### config.mk
export PLATFORM = sky130hd
export DESIGN_NAME = query_pipe
export DESIGN_NICKNAME = d
export VERILOG_FILES = /design/src/common/sorted_lists_pkg.sv /design/src/query/sort_network.sv /design/src/query/query_pipe.sv
export VERILOG_INCLUDE_DIRS = /design/src /design/src/common
export SDC_FILE = /design/constraint.sdc
export NUM_CORES = 2
export LEC_CHECK = 0
export BUFFER_PORTS_ARGS = -buffer_cell sky130_fd_sc_hd__buf_2
export CAP_MARGIN = 20
export CORE_ASPECT_RATIO = 0.75
export CORE_MARGIN = 3
export CORE_UTILIZATION = 61
export CTS_CLUSTER_DIAMETER = 100
export DETAILED_ROUTE_END_ITERATION = 6
export MAX_ROUTING_LAYER = met4
export PLACE_DENSITY = 0.87
export SLEW_MARGIN = 20
export SYNTH_ARGS = -nofsm -noshare
export SYNTH_HDL_FRONTEND = slang
export SYNTH_SLANG_ARGS = --single-unit
### constraint.sdc
create_clock -name clk -period 10.7 [get_ports clk]
set_input_delay 0.535 -clock clk [delete_from_list [all_inputs] [get_ports clk]]
set_output_delay 0.535 -clock clk [all_outputs]
set_load 0.05 [all_outputs]
### src/common/sorted_lists_params.svh
/*
  Sizes and latencies shared by the sorted list design and its testbench.
  Latencies count cycles from the accepting clock edge to the sampled strobe.
*/
`ifndef SORTED_LISTS_PARAMS_SVH
`define SORTED_LISTS_PARAMS_SVH

// List geometry
`define SL_ENTRIES 4
`define SL_LISTS 64

// Field widths
`define SL_ID_W 6
`define SL_KEY_W 64
`define SL_SIZE_W 32
`define SL_LEVEL_W 8

// Update accept to error strobe
`define UPT_LATENCY 5
// Query accept to response, four fixed stages plus one per sorter layer
`define QRY_LATENCY (4 + `SL_ENTRIES)
// No forwarding, so updates to one ID must be spaced at least this far
`define UPT_SPACING 5

`endif

### src/common/sorted_lists_pkg.sv
/*
  Shared types for the sorted list design.
  Widths come from the params header.
*/
`default_nettype none
`include "sorted_lists_params.svh"

package sorted_lists_pkg;

  // Scalars
  typedef logic [`SL_ID_W-1:0]    id_t;
  typedef logic [`SL_KEY_W-1:0]   key_t;
  typedef logic [`SL_SIZE_W-1:0]  size_t;
  typedef logic [`SL_LEVEL_W-1:0] level_t;
  typedef logic [7:0]             listsize_t;

  // Update opcodes
  typedef enum logic [1:0] {
    OP_CLEAR   = 2'd0,
    OP_ADD     = 2'd1,
    OP_DELETE  = 2'd2,
    OP_REPLACE = 2'd3
  } op_e;

  // One list slot, 97 bits
  typedef struct packed {
    logic  vld;
    key_t  key;
    size_t size;
  } entry_t;

  // Whole list as stored in one table word
  typedef entry_t [`SL_ENTRIES-1:0] list_state_t;

  // Update command
  typedef struct packed {
    id_t   id;
    op_e   op;
    key_t  key;
    size_t size;
  } upt_req_t;

  // Query command
  typedef struct packed {
    id_t    id;
    level_t level;
  } qry_req_t;

  // Query answer, key and size zero on error
  typedef struct packed {
    key_t      key;
    size_t     size;
    logic      error;
    listsize_t listsize;
  } qry_resp_t;

endpackage

`default_nettype wire

### src/query/sort_network.sv
/*
  Odd-even transposition sorter, one registered layer per entry.
  Valid entries first in ascending key order, invalid entries last.
  Output trails input by SL_ENTRIES cycles; layers load only behind a valid.
*/
`timescale 1ns/1ps
`default_nettype none
`include "sorted_lists_params.svh"

module sort_network import sorted_lists_pkg::*; (
  input  wire              clk,
  input  wire              rst,
  input  wire              in_vld,
  input  wire list_state_t in_state,
  output list_state_t      out_state
);

  localparam int N = `SL_ENTRIES;

  // Layer valids, last layer has no successor so no flop
  logic [N-2:0] vld_q;
  logic [N-1:0] vld_d;

  list_state_t stage_d [N];
  list_state_t stage_q [N];

  // True when lower slot a must trade places with upper slot b
  function automatic logic must_swap(entry_t a, entry_t b);
    logic r;
    r = (!a.vld && b.vld) || (a.vld && b.vld && (a.key > b.key));
    return r;
  endfunction

  // One compare-exchange layer
  // Phase 0 pairs (0,1),(2,3).. phase 1 pairs (1,2),(3,4)..
  function automatic list_state_t cx_layer(list_state_t s, int phase);
    list_state_t r;
    r = s;
    for (int i = 0; i < N - 1; i++) begin
      if (((i % 2) == phase) && must_swap(s[i], s[i+1])) begin
        r[i]   = s[i+1];
        r[i+1] = s[i];
      end
    end
    return r;
  endfunction

  assign vld_d = {vld_q, in_vld};

  always_ff @(posedge clk) begin
    if (rst) begin
      vld_q <= '0;
    end else begin
      vld_q <= vld_d[N-2:0];
    end
  end

  // Layer inputs, phase alternates per layer
  always_comb begin
    stage_d[0] = cx_layer(in_state, 0);
    for (int l = 1; l < N; l++) begin
      stage_d[l] = cx_layer(stage_q[l-1], l % 2);
    end
  end

  always_ff @(posedge clk) begin
    for (int l = 0; l < N; l++) begin
      if (vld_d[l]) begin
        stage_q[l] <= stage_d[l];
      end
    end
  end

  // N layers are enough to fully sort N slots
  assign out_state = stage_q[N-1];

endmodule

`default_nettype wire

### src/query/query_pipe.sv
/*
  Query pipeline: read list, sort, pick the entry at the level, count valids.
  One query per cycle, response after QRY_LATENCY cycles.
  Out of range level or empty slot gives error with zero key and size.
*/
`timescale 1ns/1ps
`default_nettype none
`include "sorted_lists_params.svh"

module query_pipe import sorted_lists_pkg::*; (
  input  wire              clk,
  input  wire              rst,
  // Query request
  input  wire              qry_vld,
  input  wire qry_req_t    qry,
  // Table read
  output logic             rd_en,
  output id_t              rd_addr,
  input  wire list_state_t rd_state,
  // Response
  output logic             qry_resp_vld,
  output qry_resp_t        qry_resp
);

  localparam int N     = `SL_ENTRIES;
  // Request, read, state capture, then one position per sorter layer
  localparam int DEPTH = N + 3;

  logic [DEPTH-1:0] vld_q;
  logic [DEPTH-1:0] vld_d;

  id_t         q0_id;
  level_t      lvl_q [DEPTH];
  list_state_t q2_state;
  list_state_t sorted;

  // Output selection
  entry_t    sel;
  listsize_t cnt;
  qry_resp_t resp_d;

  assign vld_d = {vld_q[DEPTH-2:0], qry_vld};

  always_ff @(posedge clk) begin
    if (rst) begin
      vld_q <= '0;
    end else begin
      vld_q <= vld_d;
    end
  end

  // Level rides a delay line beside the read and the sorter
  always_ff @(posedge clk) begin
    if (vld_d[0]) begin
      q0_id    <= qry.id;
      lvl_q[0] <= qry.level;
    end
    for (int i = 1; i < DEPTH; i++) begin
      if (vld_d[i]) begin
        lvl_q[i] <= lvl_q[i-1];
      end
    end
    if (vld_d[2]) begin
      q2_state <= rd_state;
    end
  end

  assign rd_en   = vld_q[0];
  assign rd_addr = q0_id;

  sort_network u_sort (
    .clk       (clk),
    .rst       (rst),
    .in_vld    (vld_q[2]),
    .in_state  (q2_state),
    .out_state (sorted)
  );

  // Pick and count at the sorter output
  always_comb begin
    sel = '0;
    cnt = '0;
    for (int i = 0; i < N; i++) begin
      if (lvl_q[DEPTH-1] == level_t'(i)) begin
        sel = sorted[i];
      end
      cnt = cnt + listsize_t'(sorted[i].vld);
    end
    resp_d.error    = !sel.vld || (lvl_q[DEPTH-1] >= level_t'(N));
    resp_d.key      = resp_d.error ? '0 : sel.key;
    resp_d.size     = resp_d.error ? '0 : sel.size;
    resp_d.listsize = cnt;
  end

  always_ff @(posedge clk) begin
    if (rst) begin
      qry_resp_vld <= 1'b0;
    end else begin
      qry_resp_vld <= vld_q[DEPTH-1];
    end
  end

  always_ff @(posedge clk) begin
    if (vld_q[DEPTH-1]) begin
      qry_resp <= resp_d;
    end
  end

  // Fixed latency, no query is lost or delayed
  a_qry_latency: assert property (@(posedge clk) disable iff (rst)
    qry_vld |-> ##(`QRY_LATENCY) qry_resp_vld);

endmodule

`default_nettype wire

==> results.ini <==
[timing]
fin_crit_ps=5950
relSlewSlack_pct=25.3
final.period_utilization_pct=55.6
finClkSkew_ps=51.4
worst_pin_slew_ps=1120
setup_viol=0
setup_slack_ps=4750
finalHoldViolations=0
tns_ps=0
whs_ps=122
rsz0062_at_grt=no
slew_viol_final=0
max_clock_freq_ghz=0.168

[clocking]
cts_made_buffers=192
clk_latency_ps=830
postCtsHoldBufs=402
cts_setup_buffers=0
clock-root-buffer=clkbuf_16
cts.path.max_buffers=3
h-tree-depth=4
path_clk_slew_ps=70
tritoncts=built
cts_resized=0
cts_sinks=2110

[synthesis]
netlist_area_mm2=0.0903
yosys_warnings=0
async_reset_ff_share_pct=0
synth.distinct_cells=55
synth_seq_cells=2110
synth-edff-count=2102
yosysSeqAreaShare_pct=70.1
netlist_instances=5284
synth.area.top_cells=edfxtp_1 (70%), mux2_1 (14%), ha_1 (5.3%)
yosys.area.top_type=edfxtp_1
synth_ff_type=edfxtp_1
avgSynthCellArea_um2=17.1
synth_top_area_share_pct=69.9

[finish]
final_common_cell=edfxtp_1
seqCellArea_mm2=0.0633
postLayoutCellArea_mm2=0.105
fin_nets=7058
syn_to_final_growth_pct=16.4
utilization_pct=71.9
fill_cells=8379
multiInputGateArea_mm2=0.0247
layout-drive-gt1-share_pct=14.5
mostFrequentLayoutCells=edfxtp_1 (2102), mux2_1 (1085), buf_2 (512), inv_1 (416), dlygate4sd3_1 (402)

[hold_path]
min_path_cells=2
hold_path.class=input pin to flip-flop

[floorplan]
dieArea_mm2=0.153
ioPinCount=518
initial_core_util_pct=61.8
core_mm2=0.146
row_count=121
dieHeight_um=339
fp.dieW_um=450

[pwr]
switchingPower_uw=3490
seqPwrFrac_pct=55.8
pwr-share-clk_pct=40.6
p_per_area_mw_per_mm2=158
p_leak_uw=0.0379
ir_drop_v=0.000158
power_frac_comb_pct=3.6
p_int_uw=13100
swShare_pct=21.1

[detailed_routing]
drtIter0Drc=5363
ant_nets=0
drcViolationCount=0
routed-via-count=51125
dr.pass1.iters=7
viasPerCell=6.07
wire_per_inst_um=26.6
totalWireLength_um=224000

[grt]
gr-usage-all-layers_pct=29.7
grt_overflow=0
grt_pass1_vias=51999
grt_pass1_wl_um=329000
antenna_found_initial=27
grt_max_degree=177

[worst_setup_path]
worst_r2r_path_depth=10
end_kind=flip-flop
path_class=flip-flop to flip-flop
cp.arrival_ps=6490
worst-path-max-fanout=57
critPathRequiredTime_ps=11240
worstSetupStartpointType=flip-flop

[run_status]
status=complete, no violations

[place]
placed_cell_area_mm2=0.0950
place_ws_ps=4800
port_buffers=512
dp_hpwl_um=137000
place.gp.congestion=0.933

[flow_run]
drv_cap=0

==> path summary, 6_finish.rpt <==
| check | start | to | slack [ps] |
|---|---|---|---|
| min reg2reg | u_sort.stage_q[0][321]$_DFFE_PP_ | u_sort.stage_q[1][321]$_DFFE_PP_ | 390 |
| min | rst | vld_q[4]$_SDFF_PP0_ | 120 |
| max | q2_state[283]$_DFFE_PP_ | u_sort.stage_q[0][317]$_DFFE_PP_ | 4750 |
| max reg2reg | q2_state[283]$_DFFE_PP_ | u_sort.stage_q[0][317]$_DFFE_PP_ | 4750 |
==> registers in the layout (all words and copies together) (netlist names) <==
signal,count
u_sort.stage_q,1552
q2_state,388
qry_resp,100
lvl_q,56
vld_q,7
rd_addr,6
qry_resp_vld,1
==> stage by stage <==
| stage | instances | power [uW] |
|---|---|---|
| detailed placement | 7635 | 9840 |
| global placement | 7635 | 9820 |
| finish | 8420 | 16600 |
| CTS | 8392 | 16500 |
| floorplan | 5288 | 9680 |
| global route | 8416 | 17000 |
==> worst max-delay path: stages, from the launching register on <==
cell and delay [ps]:
edfxtp_1 440, ha_1 330, nand4_1 150, nor4_1 850
nand3_1 560, a21oi_1 970, a2111oi_2 220, a21oi_4 220
buf_4 570, buf_4 770, mux2_1 450
==> layout make-up <==
cell class                 instances  share of cell area [%]
sequential                      2110                    60.2
multi-input combinational       2578                    23.5
timing repair buffer             968                    6.75
antenna                           25                  0.0595
clock buffer                     247                    4.86
inverter                         416                    1.49
clock inverter                   108                   0.813
tap                             1968                    2.34
==> synthesized netlist by cell type, types with 54 or more instances <==
cell type,n
nand2_1,117
a21oi_1,156
mux2i_1,192
nand4_1,78
o22a_1,96
mux2_2,67
buf_2,86
mux2_1,1085
inv_1,416
nor2_1,129
ha_1,386
edfxtp_1,2102
o21ai_0,54
==> cells by family after synthesis <==
group | count (synthesis) | synth area share, %
DFF | 2110 | 70.1
other | 1 | 0.00415
and+or+nand+nor | 452 | 2.44
AOI/OAI and AO/OA | 389 | 2.80
buffers and inverters | 600 | 2.82
muxes | 1345 | 16.5
adders and majority gates | 387 | 5.37
==> layer usage <==
metal	up-vias	wire length (um)	GRT usage, %
li1	22299	-	-
met1	25430	86200	37.9
met2	2717	105000	45.4
met3	679	18100	5.06
met4	0	14600	17.0
met5	-	0	-
==> power by group through the flow <==
stage          Sequential [uW]  Combinational, uW  Clock (uW)
4_1_cts                   9230                563        6680
3_5_place_dp              9410                436           0
2_1_floorplan             9460                216           0
6_report                  9230                593        6730
3_3_place_gp              9400                421           0
5_1_grt                   9240                631        7130
Power figures use the tool's default switching activity.
