### config.mk
export PLATFORM = sky130hd
export DESIGN_NAME = update_pipe
export DESIGN_NICKNAME = d
export VERILOG_FILES = /design/src/common/sorted_lists_pkg.sv /design/src/update/update_pipe.sv
export VERILOG_INCLUDE_DIRS = /design/src /design/src/common
export SDC_FILE = /design/constraint.sdc
export NUM_CORES = 1
export LEC_CHECK = 0
export BUFFER_PORTS_ARGS = -buffer_cell sky130_fd_sc_hd__buf_4
export CAP_MARGIN = 20
export CORE_AREA = 2 2 348 350
export CTS_CLUSTER_DIAMETER = 60
export DETAILED_ROUTE_END_ITERATION = 10
export DIE_AREA = 0 0 350 352
export PLACE_DENSITY = 0.66
export RECOVER_POWER = 100
export SKIP_CTS_REPAIR_TIMING = 1
export SLEW_MARGIN = 20
export SYNTH_ARGS = -nofsm -noshare
export SYNTH_HDL_FRONTEND = slang
export SYNTH_SLANG_ARGS = --single-unit
### constraint.sdc
create_clock -name clk -period 33.7 [get_ports clk]
set_input_delay 3.37 -clock clk [delete_from_list [all_inputs] [get_ports clk]]
set_output_delay 3.37 -clock clk [all_outputs]
set_load 0.005 [all_outputs]
### src/common/sorted_lists_params.svh
/*
  Sizes and latencies shared by the sorted list design and its testbench.
  Latencies count cycles from the accepting clock edge to the sampled strobe.
*/
`ifndef SORTED_LISTS_PARAMS_SVH
`define SORTED_LISTS_PARAMS_SVH

// List geometry
`define SL_ENTRIES 4
`define SL_LISTS 64

// Field widths
`define SL_ID_W 6
`define SL_KEY_W 64
`define SL_SIZE_W 32
`define SL_LEVEL_W 8

// Update accept to error strobe
`define UPT_LATENCY 5
// Query accept to response, four fixed stages plus one per sorter layer
`define QRY_LATENCY (4 + `SL_ENTRIES)
// No forwarding, so updates to one ID must be spaced at least this far
`define UPT_SPACING 5

`endif

### src/common/sorted_lists_pkg.sv
/*
  Shared types for the sorted list design.
  Widths come from the params header.
*/
`default_nettype none
`include "sorted_lists_params.svh"

package sorted_lists_pkg;

  // Scalars
  typedef logic [`SL_ID_W-1:0]    id_t;
  typedef logic [`SL_KEY_W-1:0]   key_t;
  typedef logic [`SL_SIZE_W-1:0]  size_t;
  typedef logic [`SL_LEVEL_W-1:0] level_t;
  typedef logic [7:0]             listsize_t;

  // Update opcodes
  typedef enum logic [1:0] {
    OP_CLEAR   = 2'd0,
    OP_ADD     = 2'd1,
    OP_DELETE  = 2'd2,
    OP_REPLACE = 2'd3
  } op_e;

  // One list slot, 97 bits
  typedef struct packed {
    logic  vld;
    key_t  key;
    size_t size;
  } entry_t;

  // Whole list as stored in one table word
  typedef entry_t [`SL_ENTRIES-1:0] list_state_t;

  // Update command
  typedef struct packed {
    id_t   id;
    op_e   op;
    key_t  key;
    size_t size;
  } upt_req_t;

  // Query command
  typedef struct packed {
    id_t    id;
    level_t level;
  } qry_req_t;

  // Query answer, key and size zero on error
  typedef struct packed {
    key_t      key;
    size_t     size;
    logic      error;
    listsize_t listsize;
  } qry_resp_t;

endpackage

`default_nettype wire

### src/update/update_pipe.sv
/*
  Read-modify-write pipeline for list updates, one update per cycle.
  No forwarding between stages: updates to one ID need UPT_SPACING cycles.
  ADD does not look for duplicate keys.
*/
`timescale 1ns/1ps
`default_nettype none
`include "sorted_lists_params.svh"

module update_pipe import sorted_lists_pkg::*; (
  input  wire              clk,
  input  wire              rst,
  // Update request
  input  wire              upt_vld,
  input  wire upt_req_t    upt,
  // Table read
  output logic             rd_en,
  output id_t              rd_addr,
  input  wire list_state_t rd_state,
  // Table write, goes to both copies
  output logic             wr_en,
  output id_t              wr_addr,
  output list_state_t      wr_state,
  // Failure report
  output logic             upt_error_vld,
  output id_t              upt_error_id
);

  localparam int N     = `SL_ENTRIES;
  localparam int IDX_W = $clog2(N);

  // Stage valids, bit k belongs to stage k
  logic [3:0] vld_q;
  logic [3:0] vld_d;

  // Stage payloads
  upt_req_t    s0_req;
  upt_req_t    s1_req;
  upt_req_t    s2_req;
  list_state_t s2_state;
  id_t         s3_id;
  list_state_t s3_state;
  logic        s3_err;

  // Execute stage results
  logic [N-1:0]     vld_vec;
  logic [N-1:0]     hit_vec;
  logic [IDX_W-1:0] free_idx;
  logic [IDX_W-1:0] hit_idx;
  list_state_t      nxt_state;
  logic             nxt_err;

  assign vld_d = {vld_q[2:0], upt_vld};

  always_ff @(posedge clk) begin
    if (rst) begin
      vld_q <= '0;
    end else begin
      vld_q <= vld_d;
    end
  end

  // Payload registers load only behind a valid
  always_ff @(posedge clk) begin
    if (vld_d[0]) begin
      s0_req <= upt;
    end
    if (vld_d[1]) begin
      s1_req <= s0_req;
    end
    // Table word arrives one cycle after the read in stage 0
    if (vld_d[2]) begin
      s2_req   <= s1_req;
      s2_state <= rd_state;
    end
    if (vld_d[3]) begin
      s3_id    <= s2_req.id;
      s3_state <= nxt_state;
      s3_err   <= nxt_err;
    end
  end

  // Read issued from stage 0
  assign rd_en   = vld_q[0];
  assign rd_addr = s0_req.id;

  // Slot scan, lowest index wins for both searches
  always_comb begin
    vld_vec  = '0;
    hit_vec  = '0;
    free_idx = '0;
    hit_idx  = '0;
    for (int i = N - 1; i >= 0; i--) begin
      vld_vec[i] = s2_state[i].vld;
      hit_vec[i] = s2_state[i].vld && (s2_state[i].key == s2_req.key);
      if (!s2_state[i].vld) begin
        free_idx = IDX_W'(i);
      end
      if (hit_vec[i]) begin
        hit_idx = IDX_W'(i);
      end
    end
  end

  // Apply the opcode
  // A failing op leaves the word as it was read
  always_comb begin
    nxt_state = s2_state;
    nxt_err   = 1'b0;
    case (s2_req.op)
      OP_CLEAR: begin
        nxt_state = '0;
      end
      OP_ADD: begin
        if (&vld_vec) begin
          nxt_err = 1'b1;
        end else begin
          nxt_state[free_idx] = '{vld: 1'b1, key: s2_req.key, size: s2_req.size};
        end
      end
      OP_DELETE: begin
        if (hit_vec == '0) begin
          nxt_err = 1'b1;
        end else begin
          nxt_state[hit_idx].vld = 1'b0;
        end
      end
      OP_REPLACE: begin
        if (hit_vec == '0) begin
          nxt_err = 1'b1;
        end else begin
          nxt_state[hit_idx].size = s2_req.size;
        end
      end
      default: begin
        nxt_state = s2_state;
      end
    endcase
  end

  // Stage 3 writes back on the next edge
  assign wr_en    = vld_q[3];
  assign wr_addr  = s3_id;
  assign wr_state = s3_state;

  // Error strobe lands with the write
  always_ff @(posedge clk) begin
    if (rst) begin
      upt_error_vld <= 1'b0;
    end else begin
      upt_error_vld <= vld_q[3] && s3_err;
    end
  end

  always_ff @(posedge clk) begin
    if (vld_q[3] && s3_err) begin
      upt_error_id <= s3_id;
    end
  end

  // Every error strobe traces back to an update taken UPT_LATENCY cycles before
  a_err_from_stage3: assert property (@(posedge clk) disable iff (rst)
    upt_error_vld |-> $past(upt_vld, `UPT_LATENCY) &&
                      (upt_error_id == $past(upt.id, `UPT_LATENCY)));

  // Opcode must be known once it reaches execute
  a_op_known: assert property (@(posedge clk) disable iff (rst)
    vld_q[2] |-> !$isunknown(s2_req.op));

endmodule

`default_nettype wire

==> results.ini, run 1 <==
[logic_synthesis]
syn_area_per_cell_um2 = 18.37
synth_area_um2 = 41570
synthFlopType = edfxtp_1
syn_inst = 2263
synth_seq_cells = 1106
post-synth-top-area-cell = edfxtp_1
synth_edf_count = 1101
synthArstFlopShare_pct = 0
syn_nets = 2758
synth_seq_area_share_pct = 79.78
synth_cell_type_count = 48
netlist.area_leader.share_pct = 79.54
yosys_warnings = 0
ys_top_cells_by_area = edfxtp_1, a22o_1, xor2_1

[cells_and_area]
final_nets = 3663
areaGrowthSynthToFinish_pct = 28.41
fin_area_um2 = 53370
final_layout_size_suffix_gt1_share_pct = 26.95
final_cell_mix = edfxtp_1, clkbuf_4, a22o_1, clkbuf_1, xor2_1
fin_cells = 4920
layout_commonest_cell = edfxtp_1

[timing]
timing.final.ws_setup_ns = 23.12
clock_skew_ns = 0.09701
worst_pin_slew_ns = 4.749
rsz0062_at_grt = no
slew_violations = 1585
max_freq_mhz = 94.49
setup_viol = 0
final-hold-violation-count = 0
relSlewSlack_pct = -216.6
fin_crit_sh_pct = 31.40
fin_crit_ns = 10.58
fin_setup_tns_ns = 0

[detailed_routing]
num_vias = 27368
drc = 0
final_antenna_net_count = 0
via_per_inst = 5.563
dr.pass1.iters = 6
wl_per_cell_um = 34.47
routed_wl_um = 169600
first_iter_violations = 4005

[worst_setup_path]
timing.rr.end = wr_state[243]$_DFFE_PP_
crit_start = vld_q[2]$_SDFF_PP0_
crit_arrival_ns = 10.85
r2r_cells = 3
start_kind = flop
end_kind = flop
r2r_start = vld_q[2]$_SDFF_PP0_
critPathRequiredTime_ns = 33.97
crit_fanout = 74
rrSetupSlack_ns = 23.12
worstSetupPathType = flop to flop
worstSetupEndpoint = wr_state[243]$_DFFE_PP_

[global_routing]
first_global_vias = 26000
antenna_found_initial = 60
grt_usage_pct = 26.76
grt_pass1_wl_um = 223200
gr-total-overflow = 0
grt_max_degree = 80

[floorplanning]
start_util_pct = 34.83
die_y_um = 352
die_area_um2 = 123200
ios = 904
core-area_um2 = 119300
die_x_um = 350
rows = 127

[place]
port_buffers = 903
preCtsSetupSlack_ns = 28.53
gp_congestion = 0.9689
dpl_cell_area_um2 = 50130
dp_cells = 4657
hpwl_um = 123800

[cts]
root_buffer = clkbuf_16
cts_sinks = 1106
cts_inserted_buffers = 120
cts_tree = built
clk_pin_slew_ns = 0.07
htreeDepth = 3
clock_path_buffers = 3
clock_latency_ns = 0.78

[status]
violations = max-capacitance violations, max-slew violations
outcome = finished, violations left

[flow_run]
cap_violations = 29

[power]
leakage_uw = 0.01857
total_power_uw = 3118
ir_drop_mv = 0.05515
pwr_density_cell_nw_per_um2 = 58.41

[worst_hold_path]
holdCritPathClass = flop to flop
min_from = s1_req[25]$_DFFE_PP_

[worst min-delay path by stage]
stage | endpoint | slack [ns] | depth (start not counted)
6_report | s2_req[25]$_DFFE_PP_ | 0.36 | 0
5_1_grt | s2_req[25]$_DFFE_PP_ | 0.40 | 0
4_1_cts | s2_req[25]$_DFFE_PP_ | 0.38 | 0
3_5_place_dp | s1_req[19]$_DFFE_PP_ | 0.40 | 0
3_3_place_gp | s2_req[73]$_DFFE_PP_ | 0.40 | 0
2_1_floorplan | s1_req[0]$_DFFE_PP_ | 0.40 | 0
[synth_stat cells (all sizes together), types with 5 or more instances]
| master | count |
|---|---|
| o2111ai | 8 |
| xor2 | 134 |
| nand2 | 21 |
| buf | 36 |
| xnor2 | 92 |
| inv | 22 |
| a21oi | 9 |
| nand3 | 43 |
| a32o | 32 |
| edfxtp | 1101 |
| nor2 | 10 |
| nor3 | 12 |
| o21ai | 38 |
| a22o | 353 |
| clkbuf | 136 |
| nor2b | 10 |
| mux2i | 32 |
| dfxtp | 5 |
| nand2b | 31 |
| nor4 | 48 |
| nand4 | 45 |
[cell type report]
cell class / instances / area [µm²]
Clock inverter: 103 / 1261
Antenna cell: 35 / 87.58
Clock buffer: 124 / 3018
Tap cell: 1612 / 2017
Fill cell: 10610 / 65960
Sequential cell: 1106 / 33160
Timing Repair Buffer: 955 / 6115
Inverter: 22 / 82.58
Multi-Input combinational cell: 963 / 7632
[where the power goes]
| group | total, µW | internal [µW] | switching [µW] |
|---|---|---|---|
| clock | 1410 | 804 | 603 |
| sequential | 1590 | 1570 | 26.4 |
| combinational | 118 | 53.0 | 64.7 |
[registers in the layout, summed over array words and instances (netlist names)]
signal,cells
vld_q,4
s1_req,104
s2_state,388
s0_req,98
upt_error_id,6
s3_err,1
s2_req,104
upt_error_vld,1
wr_state,388
rd_addr,6
wr_addr,6
[through the flow]
| stage | hold slack [ns] | utilization [%] |
|---|---|---|
| after floorplan | 0.4003 | - |
| after global placement | 0.4004 | 42.00 |
| after detailed placement | 0.4045 | 42.01 |
| after CTS | 0.3779 | 45.59 |
| after global routing | 0.3997 | 44.72 |
| final | 0.3601 | 44.73 |
[critical path: stages, from the launching register on]
cell	delay (ns)
dfxtp_1	1.09
clkbuf_1	2.61
clkbuf_1	3.43
clkbuf_1	2.77
[routing by layer]
metal | global-route usage (%) | up-vias | routed length [µm]
met5 | 0 | - | 213
met4 | 11.35 | 32 | 7623
met3 | 9.046 | 364 | 20040
met2 | 38.95 | 1966 | 73980
met1 | 36.41 | 14062 | 67710
li1 | - | 10944 | -
[logic make-up after synthesis]
| logic type | after synthesis | share of synthesized area, % |
|---|---|---|
| flip-flops | 1106 | 79.78 |
| multiplexers | 32 | 0.7706 |
| buffers and inverters | 194 | 1.926 |
| AND/OR/NAND/NOR | 247 | 3.483 |
| AO/OA/AOI/OAI | 458 | 9.280 |
| XOR/XNOR | 226 | 4.762 |
(Power assumes the default switching activity.)
==> inputs of run 2 (changes only) <==
ABC_AREA = 1   (was not set)
CORE_AREA = 2 2 347 349   (was 2 2 348 350)
DIE_AREA = 0 0 349 351   (was 0 0 350 352)
PLACE_DENSITY = 0.71   (was 0.66)
clock period = 9.2 ns   (was 33.7 ns; I/O delays follow)
==> results.ini, run 2 <==
[detailed_routing]
dr.pass1.iters = 6  ; unchanged
drc = 0  ; unchanged
wl_per_cell_um = 27.54  ; -20%
num_vias = 32455  ; +19%
via_per_inst = 5.373  ; -3.4%
routed_wl_um = 166300  ; -1.9%
first_iter_violations = 4426  ; +11%
final_antenna_net_count = 0  ; unchanged

[floorplanning]
die_area_um2 = 122500  ; -0.57%
core-area_um2 = 119000  ; -0.27%
ios = 904  ; unchanged
die_y_um = 351  ; -0.28%
rows = 127  ; unchanged
die_x_um = 349  ; -0.29%
start_util_pct = 36.92  ; +2.1 points

[cells_and_area]
areaGrowthSynthToFinish_pct = 26.27
layout_commonest_cell = edfxtp_1
fin_area_um2 = 55480  ; +3.9%
final_nets = 4841  ; +32%
final_layout_size_suffix_gt1_share_pct = 20.78  ; -6.2 points
fill_cells = 10656  ; +0.43%
final_cell_mix = edfxtp_1, nand2_1, clkbuf_4, inv_1, clkbuf_1
fin_cells = 6040  ; +23%

[logic_synthesis]
synthArstFlopShare_pct = 0  ; unchanged
synth_seq_cells = 1106  ; unchanged
netlist.area_leader.share_pct = 75.24  ; -4.3 points
synthFlopType = edfxtp_1
synth_edf_count = 1101  ; unchanged
synth_area_um2 = 43940  ; +5.7%
syn_inst = 3419  ; +51%
ys_top_cells_by_area = edfxtp_1, nand2_1, o22ai_1
synth_commonest_cells = edfxtp_1, nand2_1, inv_1
syn_area_per_cell_um2 = 12.85  ; -30%
synthMostInstantiatedCell = edfxtp_1
synth_cell_type_count = 30  ; -38%
syn_nets = 3914  ; +42%
synth_seq_area_share_pct = 75.47  ; -4.3 points
yosys_warnings = 0  ; unchanged
post-synth-top-area-cell = edfxtp_1

[place]
dp_cells = 5771  ; +24%
dpl_cell_area_um2 = 52450  ; +4.6%
port_buffers = 903  ; unchanged
hpwl_um = 119700  ; -3.3%
gp_congestion = 0.9977  ; +3.0%

[global_routing]
gr-total-overflow = 0  ; unchanged
grt_max_degree = 151  ; +89%
grt_usage_pct = 26.22  ; -0.54 points
first_global_vias = 31097  ; +20%
antenna_found_initial = 70  ; +17%
grt_pass1_wl_um = 226800  ; +1.6%

[cts]
root_buffer = clkbuf_16
cts_sinks = 1106  ; unchanged
clock_path_buffers = 3  ; unchanged
clk_pin_slew_ns = 0.07  ; about the same
cts_inserted_buffers = 121  ; +0.83%
htreeDepth = 3  ; unchanged
cts_tree = built
clock_latency_ns = 0.76  ; -0.02 ns

[worst_setup_path]
crit_fanout = 42  ; -43%
start_kind = flop
worstSetupPathType = flop to flop
crit_arrival_ns = 7.08  ; -3.77 ns
end_kind = flop
critPathRequiredTime_ns = 9.72  ; -24.25 ns
rrSetupSlack_ns = 2.64  ; -20.48 ns

[timing]
final-hold-violation-count = 0  ; unchanged
slew_violations = 834  ; -47%
max_freq_mhz = 152.5  ; +61%
setup_viol = 0  ; unchanged
fin_setup_tns_ns = 0  ; unchanged
relSlewSlack_pct = -198.3  ; +18 points
fin_crit_sh_pct = 71.30  ; +40 points
worst_pin_slew_ns = 4.475  ; -0.2742 ns
rsz0062_at_grt = no
clock_skew_ns = 0.07948  ; -0.01753 ns
fin_crit_ns = 6.559  ; -4.024 ns

[power]
leakage_uw = 0.02160  ; +16%
ir_drop_mv = 0.1720  ; +210%
pwr_density_cell_nw_per_um2 = 201.2  ; +240%

[status]
violations = max-capacitance violations, max-slew violations
outcome = finished, violations left

[worst_hold_path]
holdCritPathClass = input port to flop

[flow_run]
cap_violations = 17  ; -41%

[run 2: cell types whose count changed in the layout (fill, tap and decap cells not counted), moves of 116 or more]
cell	change
nand2_1	+700
a22oi_1	+126
a22o_1	-353
inv_1	+391
o22ai_1	+254
nand3_1	+116
nor2_1	+178
[run 2: power breakdown]
part           total, µW  leakage (µW)  internal, µW  switching [µW]
logic                526       0.00949           209             316
registers           5870        0.0102          5760             118
clock network       4760       0.00189          2640            2120
total              11200        0.0216          8610            2550
[run 2: worst paths after layout]
path                               from                 endpoint  cells past startpoint
setup reg to reg   s2_req[97]$_DFFE_PP_  wr_state[361]$_DFFE_PP_                      6
hold reg to reg   s2_req[101]$_DFFE_PP_     wr_addr[3]$_DFFE_PP_                      0
hold / removal             rd_state[85]   s2_state[85]$_DFFE_PP_                      1
setup / recovery   s2_req[97]$_DFFE_PP_  wr_state[361]$_DFFE_PP_                      6
[run 2: layout make-up]
cell class	instances	area (µm²)	share of cell area [%]
well taps	1548	1937	3.491
inverters	461	1734	3.126
diodes	45	112.6	0.2030
clock buffers	140	3099	5.586
clock inverters	84	803.3	1.448
repair buffers	939	6132	11.05
multi-input cells	1717	8502	15.32
flip-flops and latches	1106	33160	59.77
[run 2: through the flow]
stage / setup WS (ns) / hold slack (ns) / power [µW] / util, %
2_1_floorplan: 2.543 / 0.4003 / 6141 / -
3_3_place_gp: 5.287 / 0.4001 / 6517 / 44.07
3_5_place_dp: 5.226 / 0.4045 / 6532 / 44.07
4_1_cts: 5.141 / 0.2906 / 11250 / 47.35
5_1_grt: 2.517 / 0.3316 / 11470 / 46.61
6_report: 2.641 / 0.3558 / 11160 / 46.62
[run 2: critical path, cell delays in order, from the launching register on]
cell and delay [ns]:
edfxtp_1 0.65, nor2_1 0.30, inv_1 0.24, nor2_1 2.28
inv_1 1.58, buf_4 0.68, o22ai_1 0.45
[run 2: cell families (layout without fill, tap and decap cells)]
group           Yosys count  in the layout  synth area share [%]
simple gates           1109           1109                 10.21
buf+inv                 596           1624                 5.313
xor+xnor                 56             56                 1.116
flops                  1106           1106                 75.47
compound gates          552            552                 7.885
other cells               0             45                     0
[run 2: per-layer routing]
layer	vias to the layer above	routed length, µm	global-route usage (%)
li1	14046	-	-
met1	15739	63240	34.02
met2	2174	74950	39.70
met3	468	16970	6.610
met4	28	10990	15.85
met5	-	185	0
